## src/conv_pkg.sv

```systemverilog
`default_nettype none

package conv_pkg;

    localparam int IMG_DIM     = 8;
    localparam int OUT_DIM     = IMG_DIM - 2;          // valid outputs only.
    localparam int NUM_RESULTS = OUT_DIM * OUT_DIM;
    localparam int KERNEL_TAPS = 9;
    localparam int AXI_ADDR_W  = 12;
    localparam int AXI_DATA_W  = 32;

    // register map.
    localparam logic [AXI_ADDR_W-1:0] ADDR_IMAGE  = 12'h000;   // col*2 + half.
    localparam logic [AXI_ADDR_W-1:0] ADDR_KERNEL = 12'h040;   // nine weights.
    localparam logic [AXI_ADDR_W-1:0] ADDR_CTRL   = 12'h080;   // bit 0 starts.
    localparam logic [AXI_ADDR_W-1:0] ADDR_STATUS = 12'h084;   // busy and done.
    localparam logic [AXI_ADDR_W-1:0] ADDR_RESULT = 12'h100;

    localparam logic [1:0] AXI_OKAY   = 2'b00;
    localparam logic [1:0] AXI_SLVERR = 2'b10;

    typedef logic [7:0]                   pixel_t;
    typedef logic signed [7:0]            weight_t;
    typedef logic signed [19:0]           result_t;
    typedef pixel_t [IMG_DIM-1:0]         column_t;     // row 0 in low byte.
    typedef pixel_t [KERNEL_TAPS-1:0]     window_t;     // raster order from top-left.
    typedef weight_t [KERNEL_TAPS-1:0]    kernel_t;
    typedef logic [$clog2(IMG_DIM)-1:0]   col_addr_t;
    typedef logic [$clog2(NUM_RESULTS)-1:0] res_addr_t;

    typedef struct packed {
        logic [AXI_ADDR_W-1:0] addr;
    } axi_aw_t;

    typedef struct packed {
        logic [AXI_DATA_W-1:0]   data;
        logic [AXI_DATA_W/8-1:0] strb;
    } axi_w_t;

    typedef struct packed {
        logic [1:0] resp;
    } axi_b_t;

    typedef struct packed {
        logic [AXI_ADDR_W-1:0] addr;
    } axi_ar_t;

    typedef struct packed {
        logic [AXI_DATA_W-1:0] data;
        logic [1:0]            resp;
    } axi_r_t;

endpackage

`default_nettype wire

```

## src/pixel_mem.sv

```systemverilog
`timescale 1ns/10ps
`default_nettype none

module pixel_mem #(
    parameter type payload_t = logic [7:0],
    parameter type addr_t    = logic [2:0]
) (
    input wire           clk,
    input wire           wr_en,
    input wire addr_t    wr_addr,
    input wire payload_t wr_data,
    input wire addr_t    rd_addr,
    output payload_t     rd_data
);

    payload_t mem [2**$bits(addr_t)];   // depth follows the address type.

    always_ff @(posedge clk)
    begin
        if (wr_en)
        begin
            mem[wr_addr] <= wr_data;
        end
    end

    always_ff @(posedge clk)
    begin
        rd_data <= mem[rd_addr];          // one cycle read latency.
    end

endmodule

`default_nettype wire

```

## src/conv_csr.sv

```systemverilog
`timescale 1ns/10ps
`default_nettype none

module conv_csr (
    input wire                        clk,
    input wire                        rst,
    input wire conv_pkg::axi_aw_t     aw,
    input wire                        aw_valid,
    output logic                      aw_ready,
    input wire conv_pkg::axi_w_t      w,
    input wire                        w_valid,
    output logic                      w_ready,
    output conv_pkg::axi_b_t          b,
    output logic                      b_valid,
    input wire                        b_ready,
    input wire conv_pkg::axi_ar_t     ar,
    input wire                        ar_valid,
    output logic                      ar_ready,
    output conv_pkg::axi_r_t          r,
    output logic                      r_valid,
    input wire                        r_ready,
    output logic                      img_wr_en,
    output conv_pkg::col_addr_t       img_wr_addr,
    output conv_pkg::column_t         img_wr_data,
    output conv_pkg::res_addr_t       res_rd_addr,
    input wire conv_pkg::result_t     res_rd_data,
    output conv_pkg::kernel_t         kernel,
    output logic                      start,
    input wire                        finished
);
    import conv_pkg::*;

    logic        wr_fire, rd_fire;
    logic        w_img, w_ker, w_ctrl, go;
    logic        r_ker, r_ctrl, r_stat, r_res;
    logic        res_pend;                   // waiting on result memory.
    logic        busy, done;
    logic [31:0] img_low;                    // rows 0 to 3 of the column.
    logic [31:0] rd_word;

    assign wr_fire = aw_ready && aw_valid && w_valid;
    assign rd_fire = ar_ready && ar_valid;
    assign w_ready = aw_ready;               // aw and w taken together.

    assign w_img  = aw.addr[11:6] == ADDR_IMAGE[11:6];
    assign w_ker  = aw.addr[11:6] == ADDR_KERNEL[11:6] && aw.addr[5:2] < KERNEL_TAPS;
    assign w_ctrl = aw.addr[11:2] == ADDR_CTRL[11:2];
    assign go     = wr_fire && w_ctrl && w.strb[0] && w.data[0] && !busy;

    assign img_wr_en   = wr_fire && w_img && aw.addr[2];   // high half commits.
    assign img_wr_addr = aw.addr[5:3];
    assign img_wr_data = {w.data, img_low};

    assign r_res  = ar.addr[11:8] == ADDR_RESULT[11:8] && ar.addr[7:2] < NUM_RESULTS;
    assign r_ker  = ar.addr[11:6] == ADDR_KERNEL[11:6] && ar.addr[5:2] < KERNEL_TAPS;
    assign r_ctrl = ar.addr[11:2] == ADDR_CTRL[11:2];
    assign r_stat = ar.addr[11:2] == ADDR_STATUS[11:2];
    assign res_rd_addr = ar.addr[7:2];

    always_comb
    begin
        rd_word = '0;
        if (r_ker)
        begin
            rd_word = {{24{kernel[ar.addr[5:2]][7]}}, kernel[ar.addr[5:2]]};
        end
        else if (r_stat)
        begin
            rd_word = {30'd0, done, busy};
        end
    end

    always_ff @(posedge clk)
    begin
        if (wr_fire && w_img && !aw.addr[2])
        begin
            for (int i = 0; i < 4; i++)
            begin
                if (w.strb[i])
                begin
                    img_low[i*8 +: 8] <= w.data[i*8 +: 8];
                end
            end
        end
    end

    always_ff @(posedge clk or negedge rst)
    begin
        if (!rst)
        begin
            aw_ready <= 1'b0;
            b_valid  <= 1'b0;
            b        <= '0;
            ar_ready <= 1'b0;
            r_valid  <= 1'b0;
            r        <= '0;
            res_pend <= 1'b0;
            busy     <= 1'b0;
            done     <= 1'b0;
            start    <= 1'b0;
            kernel   <= '0;
        end
        else
        begin
            aw_ready <= aw_valid && w_valid && !aw_ready && !b_valid;
            if (wr_fire)
            begin
                b_valid <= 1'b1;
                b.resp  <= (w_img || w_ker || w_ctrl) ? AXI_OKAY : AXI_SLVERR;
            end
            else if (b_ready)
            begin
                b_valid <= 1'b0;
            end
            if (wr_fire && w_ker && w.strb[0])
            begin
                kernel[aw.addr[5:2]] <= w.data[7:0];
            end

            ar_ready <= ar_valid && !ar_ready && !res_pend && !r_valid;
            res_pend <= rd_fire && r_res;
            if (rd_fire && !r_res)
            begin
                r_valid <= 1'b1;
                r.data  <= rd_word;
                r.resp  <= (r_ker || r_ctrl || r_stat) ? AXI_OKAY : AXI_SLVERR;
            end
            else if (res_pend)
            begin
                r_valid <= 1'b1;
                r.data  <= {{12{res_rd_data[19]}}, res_rd_data};   // sign extend.
                r.resp  <= AXI_OKAY;
            end
            else if (r_ready)
            begin
                r_valid <= 1'b0;
            end

            start <= go;
            if (go)
            begin
                busy <= 1'b1;
                done <= 1'b0;
            end
            else if (finished)
            begin
                busy <= 1'b0;
                done <= 1'b1;
            end
        end
    end

    b_hold: assert property (@(posedge clk) disable iff (!rst)
        b_valid && !b_ready |=> b_valid && $stable(b));

    // a run is only launched from the idle state.
    start_idle: assert property (@(posedge clk) disable iff (!rst)
        start |-> $rose(busy));

endmodule

`default_nettype wire

```

## src/window_fetch.sv

```systemverilog
`timescale 1ns/10ps
`default_nettype none

module window_fetch (
    input wire                    clk,
    input wire                    rst,
    input wire                    start,
    output conv_pkg::col_addr_t   col_rd_addr,
    input wire conv_pkg::column_t col_data,
    output conv_pkg::pixel_t      pixel0,
    output conv_pkg::pixel_t      pixel1,
    output conv_pkg::pixel_t      pixel2,
    output conv_pkg::pixel_t      pixel3,
    output conv_pkg::pixel_t      pixel4,
    output conv_pkg::pixel_t      pixel5,
    output conv_pkg::pixel_t      pixel6,
    output conv_pkg::pixel_t      pixel7,
    output conv_pkg::pixel_t      pixel8,
    output logic                  load_full_patch,
    output logic                  window_valid,
    output logic                  finished
);
    import conv_pkg::*;

    typedef enum logic {S_IDLE, S_SCAN} state_t;

    state_t                       state;
    col_addr_t                    col;        // column read this cycle.
    logic [$clog2(OUT_DIM)-1:0]   row;        // top row of the window.
    logic                         rd_active, rd_last;
    logic                         d_valid, d_last, wv_last;
    col_addr_t                    d_col;      // column arriving on col_data.
    logic [$clog2(OUT_DIM)-1:0]   d_row;
    column_t                      hold0, hold1;

    // the start cycle already reads column 0.
    assign rd_active   = state == S_SCAN || start;
    assign rd_last     = rd_active && row == OUT_DIM - 1 && col == col_addr_t'(IMG_DIM - 1);
    assign col_rd_addr = col;

    always_ff @(posedge clk or negedge rst)
    begin
        if (!rst)
        begin
            state        <= S_IDLE;
            col          <= '0;
            row          <= '0;
            d_valid      <= 1'b0;
            d_last       <= 1'b0;
            d_col        <= '0;
            d_row        <= '0;
            window_valid <= 1'b0;
            wv_last      <= 1'b0;
            finished     <= 1'b0;
        end
        else
        begin
            if (rd_active)
            begin
                col   <= col + 1'b1;          // wraps to 0 after column 7.
                state <= rd_last ? S_IDLE : S_SCAN;
                if (col == col_addr_t'(IMG_DIM - 1))
                begin
                    row <= rd_last ? '0 : row + 1'b1;
                end
            end
            d_valid      <= rd_active;
            d_last       <= rd_last;
            d_col        <= col;
            d_row        <= row;
            window_valid <= d_valid && d_col >= col_addr_t'(2);
            wv_last      <= d_last;
            finished     <= wv_last;           // last result written now.
        end
    end

    always_ff @(posedge clk)
    begin
        if (d_valid && d_col == col_addr_t'(0))
        begin
            hold0 <= col_data;
        end
        if (d_valid && d_col == col_addr_t'(1))
        begin
            hold1 <= col_data;
        end
    end

    assign load_full_patch = d_valid && d_col == col_addr_t'(2);

    assign pixel0 = hold0[d_row];
    assign pixel1 = hold0[d_row + 3'd1];
    assign pixel2 = hold0[d_row + 3'd2];
    assign pixel3 = hold1[d_row];
    assign pixel4 = hold1[d_row + 3'd1];
    assign pixel5 = hold1[d_row + 3'd2];
    assign pixel6 = col_data[d_row];         // new right column.
    assign pixel7 = col_data[d_row + 3'd1];
    assign pixel8 = col_data[d_row + 3'd2];

    load_in_scan: assert property (@(posedge clk) disable iff (!rst)
        load_full_patch |-> state != S_IDLE);

endmodule

`default_nettype wire

```

## src/image_reg.sv

```systemverilog
`timescale 1ns/10ps
`default_nettype none

module image_reg (
    input wire                   clk,
    input wire                   rst,
    input wire                   load_full_patch,
    input wire conv_pkg::pixel_t pixel0,
    input wire conv_pkg::pixel_t pixel1,
    input wire conv_pkg::pixel_t pixel2,
    input wire conv_pkg::pixel_t pixel3,
    input wire conv_pkg::pixel_t pixel4,
    input wire conv_pkg::pixel_t pixel5,
    input wire conv_pkg::pixel_t pixel6,
    input wire conv_pkg::pixel_t pixel7,
    input wire conv_pkg::pixel_t pixel8,
    output conv_pkg::window_t    window
);
    import conv_pkg::*;

    pixel_t [KERNEL_TAPS-1:0] regs;   // column-major with 0 to 2 the left column.

    always_ff @(posedge clk or negedge rst)
    begin
        if (!rst)
        begin
            regs <= '0;
        end
        else if (load_full_patch)
        begin
            regs <= {pixel8, pixel7, pixel6, pixel5, pixel4, pixel3, pixel2, pixel1, pixel0};
        end
        else
        begin
            regs <= {pixel8, pixel7, pixel6, regs[8:3]};   // shift left one column.
        end
    end

    // raster order out of the column-major registers.
    always_comb
    begin
        for (int rr = 0; rr < 3; rr++)
        begin
            for (int cc = 0; cc < 3; cc++)
            begin
                window[rr*3 + cc] = regs[cc*3 + rr];
            end
        end
    end

endmodule

`default_nettype wire

```

## src/conv_mac.sv

```systemverilog
`timescale 1ns/10ps
`default_nettype none

module conv_mac (
    input wire                    clk,
    input wire                    rst,
    input wire conv_pkg::window_t window,
    input wire conv_pkg::kernel_t kernel,
    input wire                    window_valid,
    input wire                    start,
    output logic                  res_wr_en,
    output conv_pkg::res_addr_t   res_wr_addr,
    output conv_pkg::result_t     res_wr_data
);
    import conv_pkg::*;

    logic signed [16:0] prod [KERNEL_TAPS];   // 9 bit unsigned times 8 bit signed.
    logic               prod_valid;
    res_addr_t          idx;
    result_t            acc;

    always_ff @(posedge clk)
    begin
        if (window_valid)
        begin
            for (int i = 0; i < KERNEL_TAPS; i++)
            begin
                prod[i] <= $signed({1'b0, window[i]}) * $signed(kernel[i]);
            end
        end
    end

    always_ff @(posedge clk or negedge rst)
    begin
        if (!rst)
        begin
            prod_valid <= 1'b0;
            idx        <= '0;
        end
        else
        begin
            prod_valid <= window_valid;
            if (start)
            begin
                idx <= '0;
            end
            else if (prod_valid)
            begin
                idx <= idx + 1'b1;              // raster order of results.
            end
        end
    end

    always_comb
    begin
        acc = '0;
        for (int i = 0; i < KERNEL_TAPS; i++)
        begin
            acc = acc + prod[i];
        end
    end

    assign res_wr_en   = prod_valid;
    assign res_wr_addr = idx;
    assign res_wr_data = acc;

    idx_range: assert property (@(posedge clk) disable iff (!rst)
        res_wr_en |-> res_wr_addr <= NUM_RESULTS - 1);

endmodule

`default_nettype wire

```

## src/conv_top.sv

```systemverilog
`timescale 1ns/10ps
`default_nettype none

module conv_top (
    input wire                    clk,
    input wire                    rst,
    input wire conv_pkg::axi_aw_t aw,
    input wire                    aw_valid,
    output logic                  aw_ready,
    input wire conv_pkg::axi_w_t  w,
    input wire                    w_valid,
    output logic                  w_ready,
    output conv_pkg::axi_b_t      b,
    output logic                  b_valid,
    input wire                    b_ready,
    input wire conv_pkg::axi_ar_t ar,
    input wire                    ar_valid,
    output logic                  ar_ready,
    output conv_pkg::axi_r_t      r,
    output logic                  r_valid,
    input wire                    r_ready
);
    import conv_pkg::*;

    logic      img_wr_en, res_wr_en;
    col_addr_t img_wr_addr, col_rd_addr;
    column_t   img_wr_data, col_data;
    res_addr_t res_rd_addr, res_wr_addr;
    result_t   res_rd_data, res_wr_data;
    kernel_t   kernel;
    window_t   window;
    pixel_t    pixel0, pixel1, pixel2, pixel3, pixel4, pixel5, pixel6, pixel7, pixel8;
    logic      start, finished, load_full_patch, window_valid;

    conv_csr u_csr (.*);

    pixel_mem #(
        .payload_t (column_t),
        .addr_t    (col_addr_t)
    ) u_image_mem (
        .clk     (clk),
        .wr_en   (img_wr_en),
        .wr_addr (img_wr_addr),
        .wr_data (img_wr_data),
        .rd_addr (col_rd_addr),
        .rd_data (col_data)
    );

    window_fetch u_fetch (.*);

    image_reg u_image_reg (.*);

    conv_mac u_mac (.*);

    pixel_mem #(
        .payload_t (result_t),
        .addr_t    (res_addr_t)
    ) u_result_mem (
        .clk     (clk),
        .wr_en   (res_wr_en),
        .wr_addr (res_wr_addr),
        .wr_data (res_wr_data),
        .rd_addr (res_rd_addr),
        .rd_data (res_rd_data)
    );

endmodule

`default_nettype wire

```

## config.mk

```make
export PLATFORM = sky130hd
export DESIGN_NAME = conv_top
export DESIGN_NICKNAME = d
export VERILOG_FILES = /design/src/conv_pkg.sv /design/src/pixel_mem.sv /design/src/conv_csr.sv /design/src/window_fetch.sv /design/src/image_reg.sv /design/src/conv_mac.sv /design/src/conv_top.sv
export SDC_FILE = /design/constraint.sdc
export NUM_CORES = 2
export LEC_CHECK = 0
export BUFFER_PORTS_ARGS = -buffer_cell sky130_fd_sc_hd__buf_2
export CORE_MARGIN = 8
export CORE_UTILIZATION = 35
export CTS_BUF_LIST = sky130_fd_sc_hd__clkbuf_2 sky130_fd_sc_hd__clkbuf_4 sky130_fd_sc_hd__clkbuf_8
export CTS_CLUSTER_DIAMETER = 80
export DETAILED_ROUTE_END_ITERATION = 10
export SLEW_MARGIN = 20
export SYNTH_ARGS = -nofsm -noshare
export SYNTH_HDL_FRONTEND = slang
export SYNTH_SLANG_ARGS = --single-unit
```

## constraint.sdc

```tcl
create_clock -name clk -period 8.8 [get_ports clk]
set_clock_uncertainty 0.15 [all_clocks]
set_input_delay 0.88 -clock clk [delete_from_list [all_inputs] [get_ports clk]]
set_output_delay 0.88 -clock clk [all_outputs]
set_load 0.05 [all_outputs]
```

## Word-level counts from Yosys, hierarchy flattened

Memories as Yosys holds them, arrays and structs flattened. A register that Yosys moved wholly into a read port is not among the register bits.
Index checks and enable logic that the tools add are counted.

- Register bits: 373
- Output and inout port bits: 41
- RAM bits: 1945
- Memories: 3
- Input bits: 67
- Logic and storage cells: 210

- $add $sub $neg: 13
- Muxes and demuxes: 49
- Reduce and logical (&&, ||, !) cells: 55
- Eq/ne operators: 10
- Order comparisons: 10
- Multipliers: 9

Memories:

| memory | words | bits a word | rd ports | clocked after memory_dff | wr ports | RTL line | source |
|---|---|---|---|---|---|---|---|
| u_result_mem.mem | 64 | 20 | 1 | 1 | 1 | pixel_mem.sv:16 | `payload_t mem [2**$bits(addr_t)];` |
| u_image_mem.mem | 8 | 64 | 1 | 1 | 1 | pixel_mem.sv:16 |  |
| u_mac.prod | 9 | 17 | 9 | 0 | 9 | conv_mac.sv:17 | `logic signed [16:0] prod [KERNEL_TAPS];` |

Operators by type and width:

| operator | number |
|---|---|
| binary-select mux 8 bit (select 3 bit) | 9 |
| multiplier 9 x 8 -> 17 bit | 9 |
| adder 20 x 17 -> 20 bit | 6 |
| 2-to-1 mux 8 bit | 11 |
| bitwise mux 72 bit | 1 |
| 2-to-1 mux 34 bit | 2 |
| 2-to-1 mux 48 bit | 1 |
| binary-select mux 8 bit (select 4 bit) | 1 |
| demux 8 bit (select 4 bit) | 1 |
| 2-to-1 mux 32 bit | 1 |
| equality test 10 x 6 -> 1 bit, second input constant | 3 |
| logical AND 1 bit | 30 |
| adder 18 x 17 -> 19 bit | 1 |
| adder 17 x 17 -> 18 bit | 1 |
| 2-to-1 mux 1 bit | 16 |
| equality test 6 x 1 -> 1 bit, second input constant | 2 |
| < comparator 3 x 4 -> 1 bit, second input constant | 3 |
| 2-to-1 mux 6 bit | 2 |
| < comparator 4 x 5 -> 1 bit, second input constant | 2 |
| AND reduction 2 bit | 5 |
| adder 3 x 1 -> 3 bit, second input constant | 3 |
| logical NOT 1 bit | 8 |
| < comparator 4 bit, second input constant | 2 |
| nonzero test 2 bit | 4 |
| other kinds (15) | 22 |

## Depth between registers and ports, before layout

An unclocked memory read counts as a cell.

- Depth after elaboration: 9
- Depth in mapped cells: 25
- Mapped depth without buffers: 25

## Hierarchy

Synthesis repeated with hierarchy kept, for this count alone.

- Cell total of the unflattened synthesis: 6994
- Area, all modules: 115623.4 µm²

Modules (own cells, without submodules):

| module | sequential area each (µm²) | cells an instance | instances | area each (µm²) |
|---|---|---|---|---|
| pixel_mem (u_result_mem) | 38837.2 | 2243 | 1 | 49495.0 |
| conv_mac | 4769.6 | 2887 | 1 | 28299.6 |
| pixel_mem (u_image_mem) | 16656.0 | 816 | 1 | 20547.2 |
| window_fetch | 4294.1 | 398 | 1 | 8305.5 |
| conv_csr | 3513.4 | 525 | 1 | 6515.0 |
| image_reg | 1801.7 | 125 | 1 | 2461.1 |

## Worst setup path after synthesis

OpenSTA, ideal clock, no wires.

- Path kind: register -> register
- Start point: mem u_mac.prod[0][1]
- End point: mem u_result_mem.mem[0][19] (netlist name) (data pin)
- Data arrival time: 7.478 ns
- Stages on the path, launching flop included: 26
- Required time: 8.083 ns
- Path buffers: 0
- Library setup time: 0.567 ns
- Setup slack: 0.605 ns
- Clock period less this slack: 8.195 ns
- Path through: edfxtp_1 inv_1 fa_1 inv_1 ha_1 inv_1 fa_1 nor2b_1 o31a_1 o311ai_0 o21ai_0 a21oi_1 xnor2_1 fa_1 inv_1 fa_1 fa_1 fa_1 inv_1 ha_1 and3_1 a221oi_1 nor2b_1 o21ai_0 o311ai_0 xnor2_1

RTL lines:

| element | RTL line |
|---|---|
| from (decl) | conv_mac.sv:17 |
| to (decl) | pixel_mem.sv:16 |

==> summary by stage <==
Run status
The run finished with clean final reports.

STA
Static timing analysis puts the maximum clock frequency at between 100 and 150 MHz. Across all setup checks in the final design, the least slack found is around 0.8 ns. The count of final max-slew check failures is 0. The transition time at the pin with the least slew margin is roughly 1.3 ns.

Setup violations remaining at the end of the flow were counted as 0. In the final timing run, aggregate negative setup slack is 0 ns. The final number of hold-violating endpoints is 0.

The worst slew slack as a fraction of its limit is 0.1606. Setup repair after global routing left no endpoint under its margin. The clock period minus final worst setup slack is around 8.0 ns. The worst hold margin is between 0.08 and 0.09 ns. The final period utilization is 0.9094.

Synth
The number of warnings issued by yosys is 0. Ranked by total cell area, the synthesized netlist is headed by sky130_fd_sc_hd__edfxtp_1, sky130_fd_sc_hd__mux4_2, sky130_fd_sc_hd__fa_1. In the synthesized netlist, the cells that appear most often are sky130_fd_sc_hd__edfxtp_1, sky130_fd_sc_hd__mux4_2, sky130_fd_sc_hd__inv_1.

The top flip-flop cell by instance count after synthesis is sky130_fd_sc_hd__edfxtp_1. In this run, synthesis produced a sequential element count of 2388. The synthesized design contains 2105 enable-type register cells. The area fraction of the dominant cell type after synthesis is 0.5513. The cell type with the largest total area after synthesis is sky130_fd_sc_hd__edfxtp_1. In this run, distinct cell masters in the synthesized netlist total 65. The post-synthesis instance total is around 6.8k. The share of the Yosys chip area taken by registers is 0.6094. The fraction of registers with async set/reset is 0.08333.

The cell area that synthesis handed to floorplanning was about 110000 sq um. The cell with the most instances after synthesis is sky130_fd_sc_hd__edfxtp_1. The mean instance size in the synthesized netlist is between 15 and 20 sq um.

Final layout
The layout filler cell count is 29.44k. The register area is 69900 sq um. In the final layout, the share of cells above drive strength 1 is 0.2342. The final-stage net count is slightly above 8k.

After routing the design area is roughly 130000 sq um. Once layout is complete, the cells apart from fillers number between 10k and 15k. In the final layout, the multi-input gates occupy 42020 sq um. The area growth from synthesis to final layout is 12.46%.

GRT
The maximum number of pins on one net before global-route repair is around 160. The wire length of the first global-routing pass is ~420000 um. The via count of the first global-routing pass was about 64k. For this run, the total global-route usage over all layers was measured as 0.1605. The total overflow left after global routing is 0. The initial antenna violation count is 29.

Placement
The number of buffers added on ports is between 100 and 150. After detailed placement, the total cell area comes to 121000 sq um. The final weighted congestion in routability-driven placement is slightly below 0.9. The post-placement setup slack is around 0.92 ns. The cell count after placement is roughly 11k. The placed wire-length estimate is between 150000 and 200000 um.

Worst setup path
At the worst endpoint, the arrival time is between 8 and 9 ns. The worst setup path is captured at a flop. At the worst endpoint, the required time is about 9.3 ns. Of all nets on the critical path, the largest fanout is 64. The setup slack on the worst flop-to-flop path is between 0.7 and 0.8 ns. The critical path in this run is classified as flop to flop. The element type at the critical path start is a flop.

Route
Dividing the detail-routed via count by the number of cells gives a little over 5. The first routing iteration left between 5k and 6k violations. The total routed wirelength is between 200000 and 300000 um.

The count of antenna-violating nets left after detailed routing is 0. The vias after detailed routing is a little over 60k. The first detailed-routing pass took 8 iterations. The average wire per standard cell is approximately 24 um. For this run, design rule violations remaining after detail routing come to 0.

Clocking
After clock tree synthesis, the clock-pin slew on the worst setup and hold paths is about 0.060 ns. The CTS buffer count is 370. For the worst-skew pair, the clock arrives at the later sink with an insertion delay of approximately 1 ns. The number of gates resized after CTS was 0.

The clock tree from TritonCTS is yes. The master cell of the clock root buffer is sky130_fd_sc_hd__clkbuf_8. The H-tree depth reported by CTS is 5. The total number of clock tree sinks is 2388. In this run the deepest clock path goes through 4 buffers.

Floorplan
The overall die height is 588.4 um. The area of the die is ~350000 sq um. The initial utilization of the core area, before any placement, comes to 0.3511. The die outline width is just under 600 um. The boundary pin count is 108. The total area inside the core boundary comes to between 300000 and 400000 sq um.

In this run the core area contains 210 standard-cell rows.

Power and ir drop
Across the VDD grid, the largest voltage drop is roughly 0.00013 V. For this design the ratio of total power to cell area is between 150 and 200 nW/um^2. Summed over all cells, the static leakage comes to about 46 nW.

Run
The number of maximum-capacitance constraint violations is 0.

Hold path
The worst hold path belongs to the class input port to flop.
## final cells by class
class / count / area share
multi-input cells: 3493 / 0.3259
clock inverters: 145 / 0.009383
clock buffers: 520 / 0.04988
repair buffers: 213 / 0.01195
inverters: 636 / 0.01851
flip-flops and latches: 2388 / 0.5421
diodes: 6 / 0.0001164
well taps: 4346 / 0.04217
## flip-flops by register name (all words and copies together) (netlist names), 3 cells and up
signal,count
u_fetch.d_col,3
u_fetch.hold0,64
u_fetch.hold1,64
u_csr.img_low,32
u_image_mem.rd_data,64
u_mac.prod,153
u_fetch.row,3
u_csr.kernel,72
u_mac.res_wr_addr,6
u_image_mem.mem,512
u_image_reg.window,72
u_result_mem.mem,1280
u_csr.r,21
u_result_mem.rd_data,20
u_fetch.d_row,3
u_fetch.col_rd_addr,3
## metrics by stage
stage | utilization | total power [mW]
after floorplan | - | 13.00
after global placement | 0.3704 | 13.24
after detailed placement | 0.3704 | 13.25
after CTS | 0.3947 | 22.86
after global routing | 0.3948 | 23.32
final | 0.3948 | 22.64
## power by group
| group | switching (mW) | total (mW) | internal, mW |
|---|---|---|---|
| Clock | 4.34 | 9.63 | 5.29 |
| Sequential | 0.0321 | 12.2 | 12.2 |
| Combinational | 0.492 | 0.764 | 0.272 |
| Total | 4.87 | 22.6 | 17.8 |
## per-layer routing
metal  GRT usage  vias to the layer above  routed length, um
met5           0                        -                 64
met4     0.05116                        8               8958
met3     0.02287                      454              16020
met2      0.2643                     1840             137500
met1      0.2204                    32395             122900
li1            -                    26147                  -
## worst paths after layout
| check | start | to | depth (start not counted) |
|---|---|---|---|
| min | w[35] | u_image_mem.mem[0][63]$_DFFE_PP_ | 1 |
| max | u_mac.prod[0][1]$_DFFE_PP_ | u_result_mem.mem[14][19]$_DFFE_PP_ | 26 |
| min in group asynchronous | rst | u_image_reg.window[3]$_DFF_PN0_ | 2 |
| min reg2reg | u_fetch.d_last$_DFF_PN0_ | u_fetch.wv_last$_DFF_PN0_ | 0 |
| max reg2reg | u_mac.prod[0][1]$_DFFE_PP_ | u_result_mem.mem[14][19]$_DFFE_PP_ | 26 |
| max in group asynchronous | rst | u_csr.r[20]$_DFFE_PN0P_ | 3 |
## worst max-delay path: stages, from the launching register on
cell                        delay, ns
sky130_fd_sc_hd__edfxtp_1        0.33
sky130_fd_sc_hd__inv_1           0.06
sky130_fd_sc_hd__fa_1            0.53
sky130_fd_sc_hd__inv_1           0.04
sky130_fd_sc_hd__ha_1            0.18
sky130_fd_sc_hd__inv_1           0.08
sky130_fd_sc_hd__fa_1            0.21
sky130_fd_sc_hd__nor2b_1         0.07
sky130_fd_sc_hd__o31a_1          0.29
sky130_fd_sc_hd__o311ai_0        0.69
sky130_fd_sc_hd__o2bb2ai_1       0.22
sky130_fd_sc_hd__nor2_1          0.16
sky130_fd_sc_hd__xnor2_1         0.28
sky130_fd_sc_hd__fa_1            0.52
sky130_fd_sc_hd__inv_1           0.08
sky130_fd_sc_hd__fa_1            0.42
sky130_fd_sc_hd__fa_1            0.46
sky130_fd_sc_hd__fa_1            0.50
sky130_fd_sc_hd__inv_1           0.05
sky130_fd_sc_hd__ha_1            0.38
sky130_fd_sc_hd__and3_1          0.23
sky130_fd_sc_hd__a221oi_1        0.33
sky130_fd_sc_hd__nor2b_1         0.09
sky130_fd_sc_hd__o21ai_0         0.15
sky130_fd_sc_hd__o311ai_0        0.23
sky130_fd_sc_hd__xnor2_2         0.26
sky130_fd_sc_hd__buf_4           0.57
## cells by family (layout without fill, tap and decap cells)
family,Yosys count,after routing,synth area share
AO/OA/AOI/OAI,501,501,0.02806
AND/OR/NAND/NOR,1118,1118,0.04831
buffers and inverters,925,1514,0.03129
multiplexers,895,895,0.1509
XOR/XNOR,105,105,0.008021
adder cells (fa/ha/maj),872,872,0.1240
flip-flops,2388,2388,0.6094
other,1,8,0.00003271
## what timing repair did
| action | 4_1_cts | 5_1_grt |
|---|---|---|
| hold buffers | 29 | 0 |
| endpoints found under the hold margin | 242 | 0 |
| setup buffers | 0 | 0 |
## placed cells by master (no fill, tap or decap), types with 12 or more instances in the layout
cell type                       count
sky130_fd_sc_hd__xnor2_1           78
sky130_fd_sc_hd__a21oi_1          122
sky130_fd_sc_hd__clkinv_1          56
sky130_fd_sc_hd__or2_2             12
sky130_fd_sc_hd__nor2_1           199
sky130_fd_sc_hd__mux2i_1           85
sky130_fd_sc_hd__a22oi_1           40
sky130_fd_sc_hd__dfxtp_1           84
sky130_fd_sc_hd__o21a_1            36
sky130_fd_sc_hd__mux2_2           154
sky130_fd_sc_hd__dfrtp_1          192
sky130_fd_sc_hd__clkbuf_4         116
sky130_fd_sc_hd__nor2b_1           23
sky130_fd_sc_hd__a211oi_1          22
sky130_fd_sc_hd__inv_1            636
sky130_fd_sc_hd__nor2_4            69
sky130_fd_sc_hd__nand2b_1          72
sky130_fd_sc_hd__bufinv_16         19
sky130_fd_sc_hd__edfxtp_1        2105
sky130_fd_sc_hd__o211ai_1          29
sky130_fd_sc_hd__and2_1           302
sky130_fd_sc_hd__a21o_1            38
sky130_fd_sc_hd__nand2_1          320
sky130_fd_sc_hd__buf_2             96
sky130_fd_sc_hd__o22ai_1           12
sky130_fd_sc_hd__dlygate4sd3_1     29
sky130_fd_sc_hd__nand3_1           27
sky130_fd_sc_hd__nor3_1            23
sky130_fd_sc_hd__o21ai_0          116
sky130_fd_sc_hd__or3_1             14
sky130_fd_sc_hd__mux4_2           648
sky130_fd_sc_hd__clkbuf_8         404
sky130_fd_sc_hd__fa_1             440
sky130_fd_sc_hd__clkinv_2          48
sky130_fd_sc_hd__buf_4             78
sky130_fd_sc_hd__ha_1             428
No activity file was read; power rests on OpenSTA's default activity.
